`src/busArb_config.svh`:
```
`ifndef BUS_ARB_CONFIG_SVH
`define BUS_ARB_CONFIG_SVH

// Shared bus widths
`define BUS_ADDR_WIDTH 32
`define BUS_DATA_WIDTH 32

// On-chip memory depth in words
`define MEM_WORDS 256

// Extra data-phase cycles the memory adds to every transfer
// Zero gives a single-cycle data phase
`define MEM_WAIT_STATES 1

`endif

```
`src/busArbPkg.sv`:
```
`include "busArb_config.svh"

package busArbPkg;

    // Byte address on the shared bus
    typedef logic [`BUS_ADDR_WIDTH-1:0] busAddrT;

    // One data word, read or write
    typedef logic [`BUS_DATA_WIDTH-1:0] busDataT;

    // Transfer size, AHB coding
    typedef logic [2:0] xferSizeT;

    localparam xferSizeT SIZE_BYTE = 3'd0;
    localparam xferSizeT SIZE_HALF = 3'd1;
    localparam xferSizeT SIZE_WORD = 3'd2;

    // Owner of an address or data phase
    // T = walker, M = data cache, F = instruction cache
    typedef enum logic [1:0] {
        SEL_T,
        SEL_M,
        SEL_F,
        SEL_NONE
    } masterSelT;

    // Arbitration sequences for requests that arrive together
    // SINGLE grants by priority, the rest finish a started sequence
    typedef enum logic [2:0] {
        SINGLE,
        TMF2,
        TMF3,
        MF,
        TM,
        TF
    } arbStateT;

    // Address-phase bundle, per master and on the bus
    typedef struct packed {
        busAddrT  addr;
        xferSizeT size;
        logic     write;
    } addrPhaseT;

endpackage

```
`src/masterPortMux.sv`:
```
module masterPortMux (
    input  busArbPkg::addrPhaseT addrT,
    input  busArbPkg::addrPhaseT addrM,
    input  busArbPkg::addrPhaseT addrF,
    input  busArbPkg::busDataT   wdataM,
    input  busArbPkg::masterSelT addrSel,
    input  busArbPkg::masterSelT dataSel,
    output busArbPkg::addrPhaseT busAddrPhase,
    output busArbPkg::busDataT   busWdata
);
    import busArbPkg::*;

    // Idle bus: word read of address 0
    localparam addrPhaseT idlePhase = '{
        addr:  '0,
        size:  SIZE_WORD,
        write: 1'b0
    };

    // Address phase follows the current grant
    always_comb begin
        case (addrSel)
            SEL_T:   busAddrPhase = addrT;
            SEL_M:   busAddrPhase = addrM;
            SEL_F:   busAddrPhase = addrF;
            default: busAddrPhase = idlePhase;
        endcase
    end

    // Write data lags by one phase
    // dataSel is already the registered owner, so this lines up
    // with the memory's data phase
    always_comb begin
        if (dataSel == SEL_M) begin
            busWdata = wdataM;
        end else begin
            busWdata = '0;
        end
    end

    // Walker and fetch are read-only masters
    // A write here would land on the bus with no data behind it
    always_comb begin
        assert (!(busAddrPhase.write && (addrSel == SEL_T || addrSel == SEL_F)))
            else $error("masterPortMux: write from read-only master %s",
                        addrSel.name());
    end

endmodule

```
`config.mk`:
```
export PLATFORM = sky130hd
export DESIGN_NAME = masterPortMux
export DESIGN_NICKNAME = d
export VERILOG_FILES = /design/src/busArbPkg.sv /design/src/masterPortMux.sv
export VERILOG_INCLUDE_DIRS = /design/src /design/src/src
export SDC_FILE = /design/constraint.sdc
export NUM_CORES = 1
export LEC_CHECK = 0
export BUFFER_PORTS_ARGS = -buffer_cell sky130_fd_sc_hd__buf_2
export CORE_AREA = 3 3 81 83
export DETAILED_ROUTE_END_ITERATION = 6
export DIE_AREA = 0 0 84 86
export GPL_TIMING_DRIVEN = 0
export PLACE_DENSITY = 0.64
export SYNTH_ARGS = -nofsm -noshare
export SYNTH_HDL_FRONTEND = slang
export SYNTH_SLANG_ARGS = --single-unit
```
`constraint.sdc`:
```
create_clock -name vclk -period 1.29
set_clock_uncertainty 0.1 [all_clocks]
set_input_delay 0.258 -clock vclk [all_inputs]
set_output_delay 0.258 -clock vclk [all_outputs]
set_load 0.02 [all_outputs]
```
==> metrics.csv, run 1 <==
metric,value,unit
grt_pass1_vias,2122,
ant_nets,0,
max_slew_margin,74.17,%
syn_area,0.001018,mm^2
cp.required,930,ps
n_sequential_cell,0,
hold_viol_final,0,
clkbuf_count,0,
status,"finished, violations left",
fp.dieH,86,um
cp-endpoint,busAddrPhase[5],
power.leakage,1.634,nW
ys_warn_count,0,
synth.net_count,266,
vdd_drop_max,0.0002168,V
grt_pass1_wl,10980,um
synth_compound_gate_area_share,30.10,%
critPathMaxFanout,10,
p_total,1.359,mW
netlist-cell-type-count,8,
core,0.005921,mm^2
violations,negative setup slack,
wire_per_inst,18.42,um
antenna_found_initial,1,
netlist_top_cells_area,"mux2i_1 (36%), o2bb2ai_1 (30%), and2_1 (20%)",
crit_type,primary input to primary output,
synth_commonest_cells,"mux2i_1 (37), o2bb2ai_1 (35), and2_1 (32)",
drt-initial-drc-count,29,
cp-startpoint,addrSel[1],
p_per_area,401.5,mW/mm^2
gp_congestion,0.8600,
synth_top_area_share,36.36,%
gr-total-overflow,0,
syn-instance-count,122,
ys_seq_area_share,0,%
grt_usage,19.12,%
maxCapViolCount,0,
dieArea,0.007224,mm^2
cts_hold_buf,0,
period_minus_slack,1492,ps
fp.dieW,84,um
initial_core_util,17.20,%
synthAdderAreaFrac,0,%
fin_crit_sh,115.7,%
routed_wirelength,7735,um
post-route-util,57.14,%
end_kind,primary output,
synth-simple-area-share,21.38,%
vias,1938,
postPlaceCellArea,0.002446,mm^2
layout_setup_ws,-202.1,ps
grt_max_degree,11,
rsz0062_at_grt,yes,
numPortBuffers,211,
setup_viol,67,
drt_drc_violations_left,0,
synth_most_common_cell,mux2i_1,
slew_violations,0,
synthXorXnorAreaFrac,0,%
worst_ep_arrival_time,1130,ps
placementRows,28,
area_delta_synth_final,232.2,%
setup-tns-final,-9968,ps
synth_top_family_by_area,multiplexers,
muxShareOfSynthArea,36.36,%
critPathLaunchType,primary input,
fill_cells,488,
yosysTopAreaCell,mux2i_1,
multi_input_area,0.001430,mm^2
ff_latch_area,0,um^2
io_pins,212,
hold_path_class,primary input to primary output,
synth.avg_cell_area,8.348,um^2
routed_via_density,4.614,
post-place-ws,-393.3,ps
tightestPinTransition,387.5,ps
fin_area,0.003383,mm^2
layout-drive-gt1-share,95.35,%
nNetsFinal,490,
dp_hpwl,5839,um
first_pass_iters,4,
max_freq,670.2,MHz
-- cell type report --
class / count / share of cell area (%)
Timing Repair Buffer: 222 / 48.04
Multi-Input combinational cell: 107 / 42.27
Buffer: 15 / 6.842
Antenna cell: 1 / 0.07396
Tap cell: 75 / 2.774
-- where the power goes --
group	leakage (nW)	switching [mW]	internal (mW)
Clock	0.00000634	0	0.000000104
Combinational	1.63	0.608	0.751
Sequential	0	0	0
Total	1.63	0.608	0.751
-- cell families (layout without fill, tap and decap cells) --
| kind of cell | Yosys count | after routing |
|---|---|---|
| AOI/OAI and AO/OA | 35 | 35 |
| buffers and inverters | 15 | 237 |
| muxes | 37 | 37 |
| other | 0 | 1 |
| and+or+nand+nor | 35 | 35 |
-- cells in the final DEF, fill, tap and decap left out, drive strengths merged --
cell type,n
and2b,1
nor2b,1
diode,1
clkbuf,3
nor2,1
mux2i,37
buf,234
o2bb2ai,35
and2,32
-- metrics by stage --
stage                     hold slack [ps]  cells
after CTS                           715.5    417
after floorplan                     536.0    122
after detailed placement            728.0    408
final                               710.3    420
after global placement              731.0    408
after global routing                725.1    420
-- worst min path at each step --
stage / startpoint / end / slack [ps] / cells past startpoint
after detailed placement: addrSel[0] / busAddrPhase[0] / 730 / 3
final: addrSel[0] / busAddrPhase[34] / 710 / 3
after global placement: addrSel[0] / busAddrPhase[0] / 730 / 3
after global routing: addrM[21] / busAddrPhase[21] / 730 / 3
after floorplan: addrM[11] / busAddrPhase[11] / 540 / 1
after CTS: addrM[3] / busAddrPhase[3] / 720 / 3
-- timing repair --
| item | CTS | global route |
|---|---|---|
| gates resized for setup | 215 | 29 |
| gates cloned | 4 | 0 |
| setup buffers | 5 | 2 |
| endpoints found under the setup margin | 68 | 68 |
| pin swaps | 37 | 14 |
-- routing by layer --
metal | vias to the layer above | track usage [%] | part of all wire, %
met4 | 0 | 4.825 | 2.5
met3 | 14 | 5.860 | 9.4
met5 | - | 0 | 0
met1 | 873 | 17.71 | 32
li1 | 909 | - | -
met2 | 142 | 39.91 | 56
-- critical path, stage by stage --
cell	delay, ps
buf_6	100
buf_12	140
buf_12	160
mux2i_4	190
o2bb2ai_2	150
buf_6	140
Power figures use the tool's default switching activity.
==> inputs of run 2 (changes only) <==
--- a/config.mk
+++ b/config.mk
@@ -6,12 +6,13 @@
 export SDC_FILE = /design/constraint.sdc
 export NUM_CORES = 1
 export LEC_CHECK = 0
+export ABC_AREA = 1
 export BUFFER_PORTS_ARGS = -buffer_cell sky130_fd_sc_hd__buf_2
 export CORE_AREA = 3 3 81 83
 export DETAILED_ROUTE_END_ITERATION = 6
 export DIE_AREA = 0 0 84 86
 export GPL_TIMING_DRIVEN = 0
-export PLACE_DENSITY = 0.64
+export PLACE_DENSITY = 0.71
 export SYNTH_ARGS = -nofsm -noshare
 export SYNTH_HDL_FRONTEND = slang
 export SYNTH_SLANG_ARGS = --single-unit
==> run 2 against run 1 <==
  * The flow still finishes with violations (negative setup slack)
  * Non-clock buffer count grew 4
  * Synthesized area grew 40%
  * Sequential cell count is the same
  * Clock-buffer cell count is the same
  * Critical path depth grew 2
  * Synthesized cell count grew 91%
  * Critical path type unchanged
  * Largest power group unchanged
==> metrics.csv, run 2 <==
metric,value,unit,change
routed_wirelength,7477,um,was 7735 um
critPathMaxFanout,6,,was 10
layout-drive-gt1-share,76.65,%,was 95.35%
final_common_cell,buf_2,,unchanged
synth_top_area_share,42.11,%,was 36.36%
drt_drc_violations_left,0,,unchanged
rsz0062_at_grt,yes,,unchanged
netlist-cell-type-count,12,,was 8
synth_most_common_cell,nand3_2,,was mux2i_1
p_per_area,379.8,mW/mm^2,was 401.5 mW/mm^2
core,0.005921,mm^2,unchanged
tightestPinTransition,185.7,ps,was 387.5 ps
grt_max_degree,11,,unchanged
initial_core_util,24.09,%,was 17.20%
critPathLaunchType,primary input,,unchanged
period_minus_slack,1456,ps,was 1492 ps
maxCapViolCount,0,,unchanged
nNetsFinal,600,,was 490
wire_per_inst,14.13,um,was 18.42 um
synth.net_count,377,,was 266
multi_input_area,0.001294,mm^2,was 0.001430 mm^2
fp.dieW,84,um,unchanged
fin_crit_sh,112.9,%,was 115.7%
routed_via_density,4.584,,was 4.614
power.leakage,1.982,nW,was 1.634 nW
netlist_top_cells_area,"nand3_2 (42%), nand3_1 (16%), nand2_1 (9.7%)",,"was mux2i_1 (36%), o2bb2ai_1 (30%), and2_1 (20%)"
dieArea,0.007224,mm^2,unchanged
area_delta_synth_final,124.5,%,was 232.2%
ys_seq_area_share,0,%,unchanged
postPlaceCellArea,0.002581,mm^2,was 0.002446 mm^2
mostFrequentLayoutCells,"buf_2 (159), nand3_2 (66), buf_6 (48), nand3_1 (41), inv_1 (32)",,"was buf_2 (140), buf_6 (70), and2_4 (32), o2bb2ai_2 (30), mux2i_4 (16)"
gr-total-overflow,0,,unchanged
met2_usage,37.45,%,was 39.91%
gp_congestion,0.8263,,was 0.8600
fill_cells,569,,was 488
first_pass_iters,4,,unchanged
hold_viol_final,0,,unchanged
yosysTopAreaCell,nand3_2,,was mux2i_1
worst_ep_arrival_time,1100,ps,was 1130 ps
grt_usage,18.38,%,was 19.12%
violations,negative setup slack,,unchanged
antenna_found_initial,0,,was 1
grt_pass1_vias,2353,,was 2122
syn_area,0.001426,mm^2,was 0.001018 mm^2
use_met3,3.458,%,was 5.860%
post-route-util,54.08,%,was 57.14%
cp.required,930,ps,about the same
vias,2425,,was 1938
vdd_drop_max,0.0002001,V,was 0.0002168 V
clkbuf_count,0,,unchanged
max_slew_margin,87.49,%,was 74.17%
hold_path_class,primary input to primary output,,unchanged
dp_hpwl,5660,um,was 5839 um
grt_pass1_wl,11200,um,was 10980 um
ys_warn_count,0,,unchanged
setup_viol,36,,was 67
placementRows,28,,unchanged
syn-instance-count,233,,was 122
io_pins,212,,unchanged
ant_nets,0,,unchanged
status,"finished, violations left",,unchanged
crit_type,primary input to primary output,,unchanged
drt-initial-drc-count,38,,was 29
numPortBuffers,212,,was 211
max_freq,686.6,MHz,was 670.2 MHz
cts_hold_buf,0,,unchanged
grtUsageMet1,20.51,%,was 17.71%
synth.avg_cell_area,6.122,um^2,was 8.348 um^2
diodes,0,,was 1
synth_commonest_cells,"nand3_2 (60), nand3_1 (47), nand2_1 (37)",,"was mux2i_1 (37), o2bb2ai_1 (35), and2_1 (32)"
grt.busiest_layer,met2,,unchanged
layout_setup_ws,-166.5,ps,was -202.1 ps
n_sequential_cell,0,,unchanged
ff_latch_area,0,um^2,unchanged
end_kind,primary output,,unchanged
fp.dieH,86,um,unchanged
fin_area,0.003202,mm^2,was 0.003383 mm^2
slew_violations,0,,unchanged
[run 2: cell types whose count changed in the layout (fill, tap and decap cells not counted), moves of 16 or more]
cell,delta
and2_4,-32
buf_2,+19
buf_4,+16
buf_6,-22
inv_1,+32
mux2i_4,-16
nand2_2,+19
nand3_1,+41
nand3_2,+66
nor2_1,+25
o2bb2ai_2,-30
[run 2: report_power, final]
| part | switching [mW] | internal (mW) |
|---|---|---|
| clock network | 0 | 0 |
| logic | 0.619 | 0.597 |
| registers | 0 | 0 |
| total | 0.619 | 0.597 |
[run 2: cell families after synthesis]
kind of cell	count (synthesis)	synth area share, %
simple gates	177	77.54
compound gates	1	0.3505
buf+inv	55	22.11
[run 2: layout make-up]
type / instances / area share [%]
multi-input cells: 178 / 40.41
plain buffers: 20 / 7.737
inverters: 35 / 4.103
well taps: 75 / 2.931
repair buffers: 221 / 44.82
[run 2: metal layers]
layer / vias to the layer above / routed length [um]
met4: 0 / 15
li1: 1202 / -
met2: 132 / 4102
met5: - / 0
met3: 2 / 659
met1: 1089 / 2699
[run 2: stage by stage]
| step | power (mW) | std cells | setup TNS [ps] | hold slack, ps | worst slack (ps) |
|---|---|---|---|---|---|
| final | 1.216 | 529 | -5150 | 705.2 | -166.5 |
| after global placement | 0.9273 | 520 | -9277 | 723.7 | -291.5 |
| after global routing | 1.304 | 529 | -6695 | 721.9 | -205.1 |
| after CTS | 1.151 | 528 | -5562 | 707.2 | -173.9 |
| after detailed placement | 0.9416 | 520 | -9712 | 726.6 | -312.0 |
| after floorplan | 0.5228 | 233 | 0 | 535.4 | 16.09 |
[run 2: critical path: stages]
cell and delay, ps:
buf_8 100, buf_6 120, nor2_4 100, buf_6 150, buf_8 130, nand2_2 50
nand3_2 70, buf_6 120
[run 2: path summary, 6_finish.rpt]
check | to | from | cells after the start | slack [ps]
min | busAddrPhase[21] | addrT[21] | 4 | 710
max | busAddrPhase[16] | addrSel[1] | 8 | -170
[run 2: repair_timing]
action	in CTS	in global routing
gates cloned	3	1
buffers inserted	5	0
endpoints found under the setup margin	60	66
pin swaps	4	3
gates resized for setup	124	54
