$ cat config.mk
export PLATFORM = sky130hd
export DESIGN_NAME = arbiterController
export DESIGN_NICKNAME = d
export VERILOG_FILES = /design/src/busArbPkg.sv /design/src/arbiterController.sv
export VERILOG_INCLUDE_DIRS = /design/src /design/src/src
export SDC_FILE = /design/constraint.sdc
export NUM_CORES = 1
export LEC_CHECK = 0
export ABC_AREA = 1
export ABC_CLOCK_PERIOD_IN_PS = 2700
export BUFFER_PORTS_ARGS = -buffer_cell sky130_fd_sc_hd__buf_2
export CAP_MARGIN = 10
export CELL_PAD_IN_SITES_DETAIL_PLACEMENT = 1
export CELL_PAD_IN_SITES_GLOBAL_PLACEMENT = 1
export CORE_AREA = 2 2 39 41
export CTS_BUF_LIST = sky130_fd_sc_hd__clkbuf_8
export DETAILED_ROUTE_END_ITERATION = 6
export DIE_AREA = 0 0 41 43
export MAX_ROUTING_LAYER = met4
export PLACE_DENSITY = 0.68
export SLEW_MARGIN = 0
export SYNTH_ARGS = -nofsm -noshare
export SYNTH_HDL_FRONTEND = slang
export SYNTH_SLANG_ARGS = --single-unit
$ cat constraint.sdc
create_clock -name clk -period 2.7 [get_ports clk]
set_input_delay 0.54 -clock clk [delete_from_list [all_inputs] [get_ports clk]]
set_output_delay 0.54 -clock clk [all_outputs]
set_load 0.05 [all_outputs]
$ cat src/busArb_config.svh
`ifndef BUS_ARB_CONFIG_SVH
`define BUS_ARB_CONFIG_SVH

// Shared bus widths
`define BUS_ADDR_WIDTH 32
`define BUS_DATA_WIDTH 32

// On-chip memory depth in words
`define MEM_WORDS 256

// Extra data-phase cycles the memory adds to every transfer
// Zero gives a single-cycle data phase
`define MEM_WAIT_STATES 1

`endif

$ cat src/busArbPkg.sv
`include "busArb_config.svh"

package busArbPkg;

    // Byte address on the shared bus
    typedef logic [`BUS_ADDR_WIDTH-1:0] busAddrT;

    // One data word, read or write
    typedef logic [`BUS_DATA_WIDTH-1:0] busDataT;

    // Transfer size, AHB coding
    typedef logic [2:0] xferSizeT;

    localparam xferSizeT SIZE_BYTE = 3'd0;
    localparam xferSizeT SIZE_HALF = 3'd1;
    localparam xferSizeT SIZE_WORD = 3'd2;

    // Owner of an address or data phase
    // T = walker, M = data cache, F = instruction cache
    typedef enum logic [1:0] {
        SEL_T,
        SEL_M,
        SEL_F,
        SEL_NONE
    } masterSelT;

    // Arbitration sequences for requests that arrive together
    // SINGLE grants by priority, the rest finish a started sequence
    typedef enum logic [2:0] {
        SINGLE,
        TMF2,
        TMF3,
        MF,
        TM,
        TF
    } arbStateT;

    // Address-phase bundle, per master and on the bus
    typedef struct packed {
        busAddrT  addr;
        xferSizeT size;
        logic     write;
    } addrPhaseT;

endpackage

$ cat src/arbiterController.sv
module arbiterController (
    input  logic                 clk,
    input  logic                 reset,
    input  logic                 requestT,
    input  logic                 requestM,
    input  logic                 requestF,
    input  logic                 hready,
    output busArbPkg::masterSelT addrSel,
    output busArbPkg::masterSelT dataSel,
    output logic                 transferActive,
    output logic                 readyT,
    output logic                 readyM,
    output logic                 readyF
);
    import busArbPkg::*;

    arbStateT state;
    arbStateT nextState;
    logic     eligT;
    logic     eligM;
    logic     eligF;

    // Master still in its data phase sits out the next address phase
    // A request held through ready is taken one cycle later as a new one
    assign eligT = requestT && (dataSel != SEL_T);
    assign eligM = requestM && (dataSel != SEL_M);
    assign eligF = requestF && (dataSel != SEL_F);

    // Sequence choice in SINGLE
    // T beats M beats F, leftovers queue up in the sequence states
    always_comb begin
        nextState = SINGLE;
        case (state)
            SINGLE: begin
                if (eligT && eligM && eligF) begin
                    nextState = TMF2;
                end else if (eligT && eligM) begin
                    nextState = TM;
                end else if (eligT && eligF) begin
                    nextState = TF;
                end else if (eligM && eligF) begin
                    nextState = MF;
                end
            end
            TMF2:    nextState = TMF3;
            default: nextState = SINGLE;
        endcase
    end

    // Address-phase owner
    always_comb begin
        addrSel = SEL_NONE;
        case (state)
            SINGLE: begin
                if (eligT) begin
                    addrSel = SEL_T;
                end else if (eligM) begin
                    addrSel = SEL_M;
                end else if (eligF) begin
                    addrSel = SEL_F;
                end
            end
            // M is second in both of these
            TMF2, TM: begin
                if (eligM) begin
                    addrSel = SEL_M;
                end
            end
            // F always closes a sequence
            TMF3, MF, TF: begin
                if (eligF) begin
                    addrSel = SEL_F;
                end
            end
            default: addrSel = SEL_NONE;
        endcase
    end

    assign transferActive = (addrSel != SEL_NONE);

    // Accepted address phase becomes the data phase
    // Everything holds while the memory stalls
    always_ff @(posedge clk or posedge reset) begin
        if (reset) begin
            state   <= SINGLE;
            dataSel <= SEL_NONE;
        end else if (hready) begin
            state   <= nextState;
            dataSel <= addrSel;
        end
    end

    // Ready goes only to the data-phase owner
    assign readyT = hready && (dataSel == SEL_T);
    assign readyM = hready && (dataSel == SEL_M);
    assign readyF = hready && (dataSel == SEL_F);

    // Never two transfers ending together
    assert property (@(posedge clk) disable iff (reset)
        $onehot0({readyT, readyM, readyF}))
        else $error("arbiterController: more than one ready high");

    // Stall freezes the sequence and the data-phase owner
    assert property (@(posedge clk) disable iff (reset)
        !hready |=> $stable(state) && $stable(dataSel))
        else $error("arbiterController: state moved during a stall");

endmodule

==> impl_metrics.yaml, run 1 <==
floorplanning:
  io_pins: 14
  rows: 14
  die_h_um: 43
  die-width_um: 41
  core_area_um2: 1380
  dieArea_um2: 1760
  start_util_pct: 28.2
global_route:
  grtUsageTotal_pct: 17.6
  grt_max_degree: 9
  globalRouteOverflowTotal: 0
  grt_pass1_wl_mm: 2.02
  grt_pass1_vias: 497
  antenna_found_initial: 0
synthesis:
  ys_async_sr_fraction_pct: 100
  yosys_warnings: 0
  synth.top_cells.by_count: "nand2_1 (20), inv_1 (8), nor2_1 (6)"
  synth_edf_count: 0
  synth_fp_nets: 66
  synth_seq_area_share_pct: 32.7
  avgSynthCellArea_um2: 6.51
  synth.distinct_cells: 19
  synth_ff_type: "dfrtp_1"
  synth_top_area_cell: "dfrtp_1"
  synth_top_area_share_pct: 19.2
  syn-cell-area_um2: 390
  synth.most_common_cell: "nand2_1"
  synthTopCellsByArea: "dfrtp_1 (19%), nand2_1 (19%), dfstp_2 (13%), inv_1 (7.7%), nor2_1 (5.8%)"
  ys_ff_latch: 5
  syn_inst: 60
critical_path:
  criticalPathCategory: "reg2out"
  crit_arrival_ns: 1.61
  cp.required_ns: 2.16
  setup.worst_path.start: "dataSel[0]"
  r2r_start: "dataSel[1]"
  end_kind: "output pin"
  cp_max_fo: 7
  cp-start-kind: "register"
cells_and_area:
  synthToLayoutAreaGrowth_pct: 33.3
  diodes: 0
  final_layout_size_suffix_gt1_share_pct: 33.8
  final_nets: 84
  final_area_um2: 520
  postLayoutCoreUtil_pct: 37.6
cts:
  cts_buffers: 3
  root_buffer: "clkbuf_8"
  cts_htree_levels: 1
  postCtsResizedCells: 0
  cts_tree: "yes"
  clock-sinks: 5
  cts_setup_buffers: 0
  clock_latency_ns: 0.22
  cts_hold_buf: 0
  cts.path.max_buffers: 2
  clk_pin_slew_ns: 0.04
timing:
  rsz0062_at_grt: "no"
  slew_viol_final: 0
  worstMarginPinSlew_ns: 0.268
  tns_ns: 0
  finalSetupViolations: 0
  fin_skew_ns: 0.00384
  max_freq_mhz: 464
  setup_ws_ns: 0.547
  relSlewSlack_pct: 82.3
  fin_crit_ns: 2.15
  min_period_over_period_pct: 79.8
  finalHoldViolations: 0
place:
  pre_cts_slack_ns: 0.782
  gp_congestion: 0.779
  dpl_cell_area_um2: 475
  io_buffers: 13
  hpwl_um: 862
power_and_ir_drop:
  power.leakage_uw: 0.000282
  powerDensity_nw_per_um2: 1110
  peakVddDrop_uv: 545
  power_uw: 580
flow_run:
  cap_violations: 0
detailed_routing:
  via_count: 444
  wl_mm: 1.08
  drtIter0Drc: 0
  postRouteAntennaNets: 0
  wl_per_cell_um: 11.6
  via_per_inst: 4.77
  remaining_drc_errors: 0
  firstDrtPassIters: 1
worst_hold_path:
  worstHoldPathType: "in2async"
run_status:
  status: "completed"
## per-layer routing
metal	wire (µm)	up-vias	track usage, %
li1	-	224	-
met1	508	205	22.1
met2	500	13	25.6
met3	66	2	7.85
met4	5	0	4.00
met5	0	-	-
## cells by family (layout without fill, tap and decap cells)
logic type | after synthesis | after routing | synth area share (%)
and+or+nand+nor | 36 | 36 | 40.1
AOI/OAI and AO/OA | 10 | 10 | 18.6
DFF | 5 | 5 | 32.7
buffers and inverters | 9 | 26 | 8.65
## path summary, 6_finish.rpt
path	endpoint	slack, ns	depth (start not counted)
worst max-delay path	transferActive	0.55	7
worst min-delay path	state[0]	0.21	2
worst max register to register	state[2]	1.42	5
worst min register to register	dataSel[0]	0.55	2
max in group asynchronous	dataSel[1]	2.24	2
min in group clk	dataSel[0]	0.55	2
## layout make-up
| cell class | instances | area [µm²] |
|---|---|---|
| multi-input combinational | 46 | 229 |
| clock buffer | 3 | 41.3 |
| inverter | 9 | 33.8 |
| tap | 16 | 20.0 |
| timing repair buffer | 13 | 65.1 |
| clock inverter | 1 | 3.75 |
| fill | 189 | 863 |
| sequential | 5 | 128 |
## cells in the final DEF, fill, tap and decap left out, types with 2 or more instances in the layout
cell type   n
clkbuf_8    3
dfrtp_1     3
buf_2      13
a21oi_1     2
o21ai_0     2
nor3_1      3
inv_1       9
nand2_1    20
dfstp_2     2
nor2_1      6
nor2_2      2
nand3_1     3
## flip-flops by register name (all words and copies together) (netlist names)
signal,count
dataSel,2
state,3
## power breakdown
part / total (µW) / internal [µW] / switching, µW
Clock: 134 / 97.5 / 36.6
Combinational: 314 / 74.9 / 239
Sequential: 132 / 99.8 / 32.1
Total: 580 / 272 / 308
## metrics by stage
| step | instances | hold WS [ns] |
|---|---|---|
| after floorplan | 60 | 0.317 |
| after global placement | 89 | 0.437 |
| after detailed placement | 89 | 0.443 |
| after CTS | 93 | 0.218 |
| after global routing | 93 | 0.228 |
| final | 93 | 0.213 |
## critical path: stages, from the launching register on
cell and delay [ns]:
dfstp_2 0.59, inv_2 0.08, o21ai_4 0.19, nand2_1 0.08
nand2_1 0.08, nand2_2 0.07, nand2_1 0.05, buf_2 0.25
(Power assumes the default switching activity.)
==> run 2, diff against run 1 <==
--- a/config.mk
+++ b/config.mk
@@ -6,8 +6,8 @@
 export SDC_FILE = /design/constraint.sdc
 export NUM_CORES = 1
 export LEC_CHECK = 0
-export ABC_AREA = 1
-export ABC_CLOCK_PERIOD_IN_PS = 2700
+export ABC_AREA = 0
+export ABC_CLOCK_PERIOD_IN_PS = 2100
 export BUFFER_PORTS_ARGS = -buffer_cell sky130_fd_sc_hd__buf_2
 export CAP_MARGIN = 10
 export CELL_PAD_IN_SITES_DETAIL_PLACEMENT = 1
@@ -17,7 +17,7 @@
 export DETAILED_ROUTE_END_ITERATION = 6
 export DIE_AREA = 0 0 41 43
 export MAX_ROUTING_LAYER = met4
-export PLACE_DENSITY = 0.68
+export PLACE_DENSITY = 0.66
 export SLEW_MARGIN = 0
 export SYNTH_ARGS = -nofsm -noshare
 export SYNTH_HDL_FRONTEND = slang
==> constraint.sdc (replaced) <==
create_clock -name clk -period 2.1 [get_ports clk]
set_input_delay 0.42 -clock clk [delete_from_list [all_inputs] [get_ports clk]]
set_output_delay 0.42 -clock clk [all_outputs]
set_load 0.05 [all_outputs]
==> run 2 against run 1 <==
Clock skew decreased by 0.0031 ns. Via count decreased by 1.6%. Critical endpoint is now addrSel[0]. Register-to-register slack got worse by 1.1 ns. Sequential share of layout area decreased by 3.6 points. Die area unchanged. Design area increased by 17%. Non-clock buffer count increased by 5. Critical path depth decreased by 3. Synthesized cell count decreased by 18%. Global-route usage decreased by 1.9 points. First-iteration DRC count increased by 3. Critical path type unchanged. Clock power increased by 25%.
==> impl_metrics.yaml, run 2 <==
cells_and_area:
  multi_input_area_um2: 289
  final_common_cell: "buf_2"
  diodes: 0
  final_area_um2: 611
  reg.largest.list: "state: 3 flops, dataSel: 2 flops"
  largest_register_ffs: 3
  layout_common_cells: "buf_2 (10), buf_4 (6), nand2_1 (4), inv_1 (4)"
  synthToLayoutAreaGrowth_pct: 51.1
  final_nets: 76
  postLayoutCoreUtil_pct: 44.1
  top_register: "state"
  final_layout_size_suffix_gt1_share_pct: 49.3
  register_area_um2: 128
  fillCellCount: 173
synthesis:
  ys_async_sr_fraction_pct: 100
  avgSynthCellArea_um2: 8.25
  syn_inst: 49
  synth_ff_type: "dfrtp_1"
  yosys_warnings: 0
  synth_top_area_cell: "dfrtp_1"
  synth.most_common_cell: "nand2_1"
  synthTopCellsByArea: "dfrtp_1 (19%), dfstp_2 (13%), mux2_2 (5.6%), nand3b_1 (5.6%), nand2_1 (4.6%)"
  synth_top_area_share_pct: 18.6
  ys_ff_latch: 5
  syn-cell-area_um2: 404
  synth.distinct_cells: 27
  synth_seq_area_share_pct: 31.6
  synth_edf_count: 0
  synth_fp_nets: 55
timing:
  slew_viol_final: 0
  worstMarginPinSlew_ns: 0.442
  max_freq_mhz: 484
  fin_crit_ns: 2.07
  tns_ns: 0
  finalHoldViolations: 0
  min_period_over_period_pct: 98.4
  relSlewSlack_pct: 70.1
  fin_skew_ns: 0.000703
  finalSetupViolations: 0
detailed_routing:
  wl_per_cell_um: 14.0
  via_per_inst: 5.14
  via_count: 437
  drtIter0Drc: 3
  postRouteAntennaNets: 0
  wl_mm: 1.19
  firstDrtPassIters: 3
  remaining_drc_errors: 0
cts:
  clock_latency_ns: 0.22
  clk_pin_slew_ns: 0.03
  cts_hold_buf: 0
  cts.path.max_buffers: 2
  clock-sinks: 5
  cts_buffers: 3
  cts_htree_levels: 1
  cts_tree: "yes"
  root_buffer: "clkbuf_8"
global_route:
  antenna_found_initial: 0
  globalRouteOverflowTotal: 0
  grt_max_degree: 11
  grtUsageTotal_pct: 15.7
  grt_pass1_vias: 434
  grt_pass1_wl_mm: 1.81
critical_path:
  cp_max_fo: 5
  critical-path-slowest-cell: "dfstp_2"
  r2r_setup_slack_ns: 0.31
  criticalPathCategory: "reg2out"
  reg2reg_depth: 5
  cp.required_ns: 1.68
  r2r_start: "dataSel[0]"
  r2r_end: "state[2]"
  crit_arrival_ns: 1.65
  cp_cell_sequence: "nor2b_1 > a211oi_1 > o22ai_2 > clkbuf_4"
  cp_slowest_stage_delay_ns: 0.57
  cp-start-kind: "register"
  end_kind: "output pin"
power_and_ir_drop:
  power.leakage_uw: 0.000283
  peakVddDrop_uv: 803
  powerDensity_nw_per_um2: 1620
worst_hold_path:
  worstHoldPathType: "in2async"
floorplanning:
  die-width_um: 41
  dieArea_um2: 1760
  start_util_pct: 29.2
  die_h_um: 43
  io_pins: 14
  rows: 14
  core_area_um2: 1380
place:
  io_buffers: 13
  dpl_cell_area_um2: 531
  gp_congestion: 0.870
flow_run:
  cap_violations: 0
run_status:
  status: "completed"
run 2: cell count changes after synthesis, moves of 2 or more:
cell	before	now
nor2_1	6	3
nor2b_1	0	3
mux2_2	0	2
a211oi_1	0	2
nand3_1	3	0
nand3b_1	0	3
nor2_2	2	0
nand2_1	20	5
and2_1	0	2
inv_1	8	3
nand2b_1	0	2
run 2: metal layers:
metal  track usage, %  up-vias  part of all wire (%)
met1             18.4      209                    43
met5                -        -                     0
met3             2.62        0                   5.0
met4             8.00        0                     0
li1                 -      218                     -
met2             24.7       10                    52
run 2: worst max path at each step:
stage          slack, ns  depth (start not counted)        endpoint        from
2_1_floorplan      -0.17                          4  transferActive  dataSel[1]
3_3_place_gp        0.16                          5  transferActive  dataSel[0]
3_5_place_dp        0.13                          5  transferActive  dataSel[0]
4_1_cts            0.008                          4      addrSel[1]  dataSel[1]
5_1_grt           -0.003                          4      addrSel[0]  dataSel[1]
6_report            0.03                          4      addrSel[0]  dataSel[1]
run 2: cells by family (layout without fill, tap and decap cells):
logic type	after synthesis	count (layout)	synth area share (%)
and+or+nand+nor	23	23	31.0
AOI/OAI and AO/OA	12	12	20.7
DFF	5	5	31.6
buffers and inverters	5	25	4.95
muxes	4	4	11.8
run 2: layout make-up:
type	instances	share of cell area (%)
multi-input combinational	39	47.3
sequential	5	20.9
timing repair buffer	18	19.3
tap	16	3.28
clock inverter	1	0.615
inverter	3	1.84
clock buffer	3	6.76
run 2: repair_timing:
action                                  4_1_cts  5_1_grt
pin swaps                                     0        2
endpoints found under the setup margin        2        3
gates resized for setup                       3        6
setup buffers                                 1        0
run 2: power breakdown:
group	switching, µW	internal (µW)	leakage [µW]
clock network	43.2	125	0.0000269
logic	389	242	0.000196
registers	50.0	140	0.0000605
run 2: worst max-delay path, delay by kind of cell (launching register included):
kind	cells	cell delay, ns
buffers and inverters	1	0.29
AOI/OAI and AO/OA	2	0.32
DFF	1	0.57
and+or+nand+nor	1	0.23
run 2: through the flow:
stage	worst slack (ns)	instances	total power [µW]	hold WS, ns
4_1_cts	0.00844	85	968	0.0884
3_3_place_gp	0.161	80	755	0.321
5_1_grt	-0.00318	85	1040	0.106
6_report	0.0337	85	988	0.0911
2_1_floorplan	-0.171	49	605	0.197
3_5_place_dp	0.130	80	761	0.321
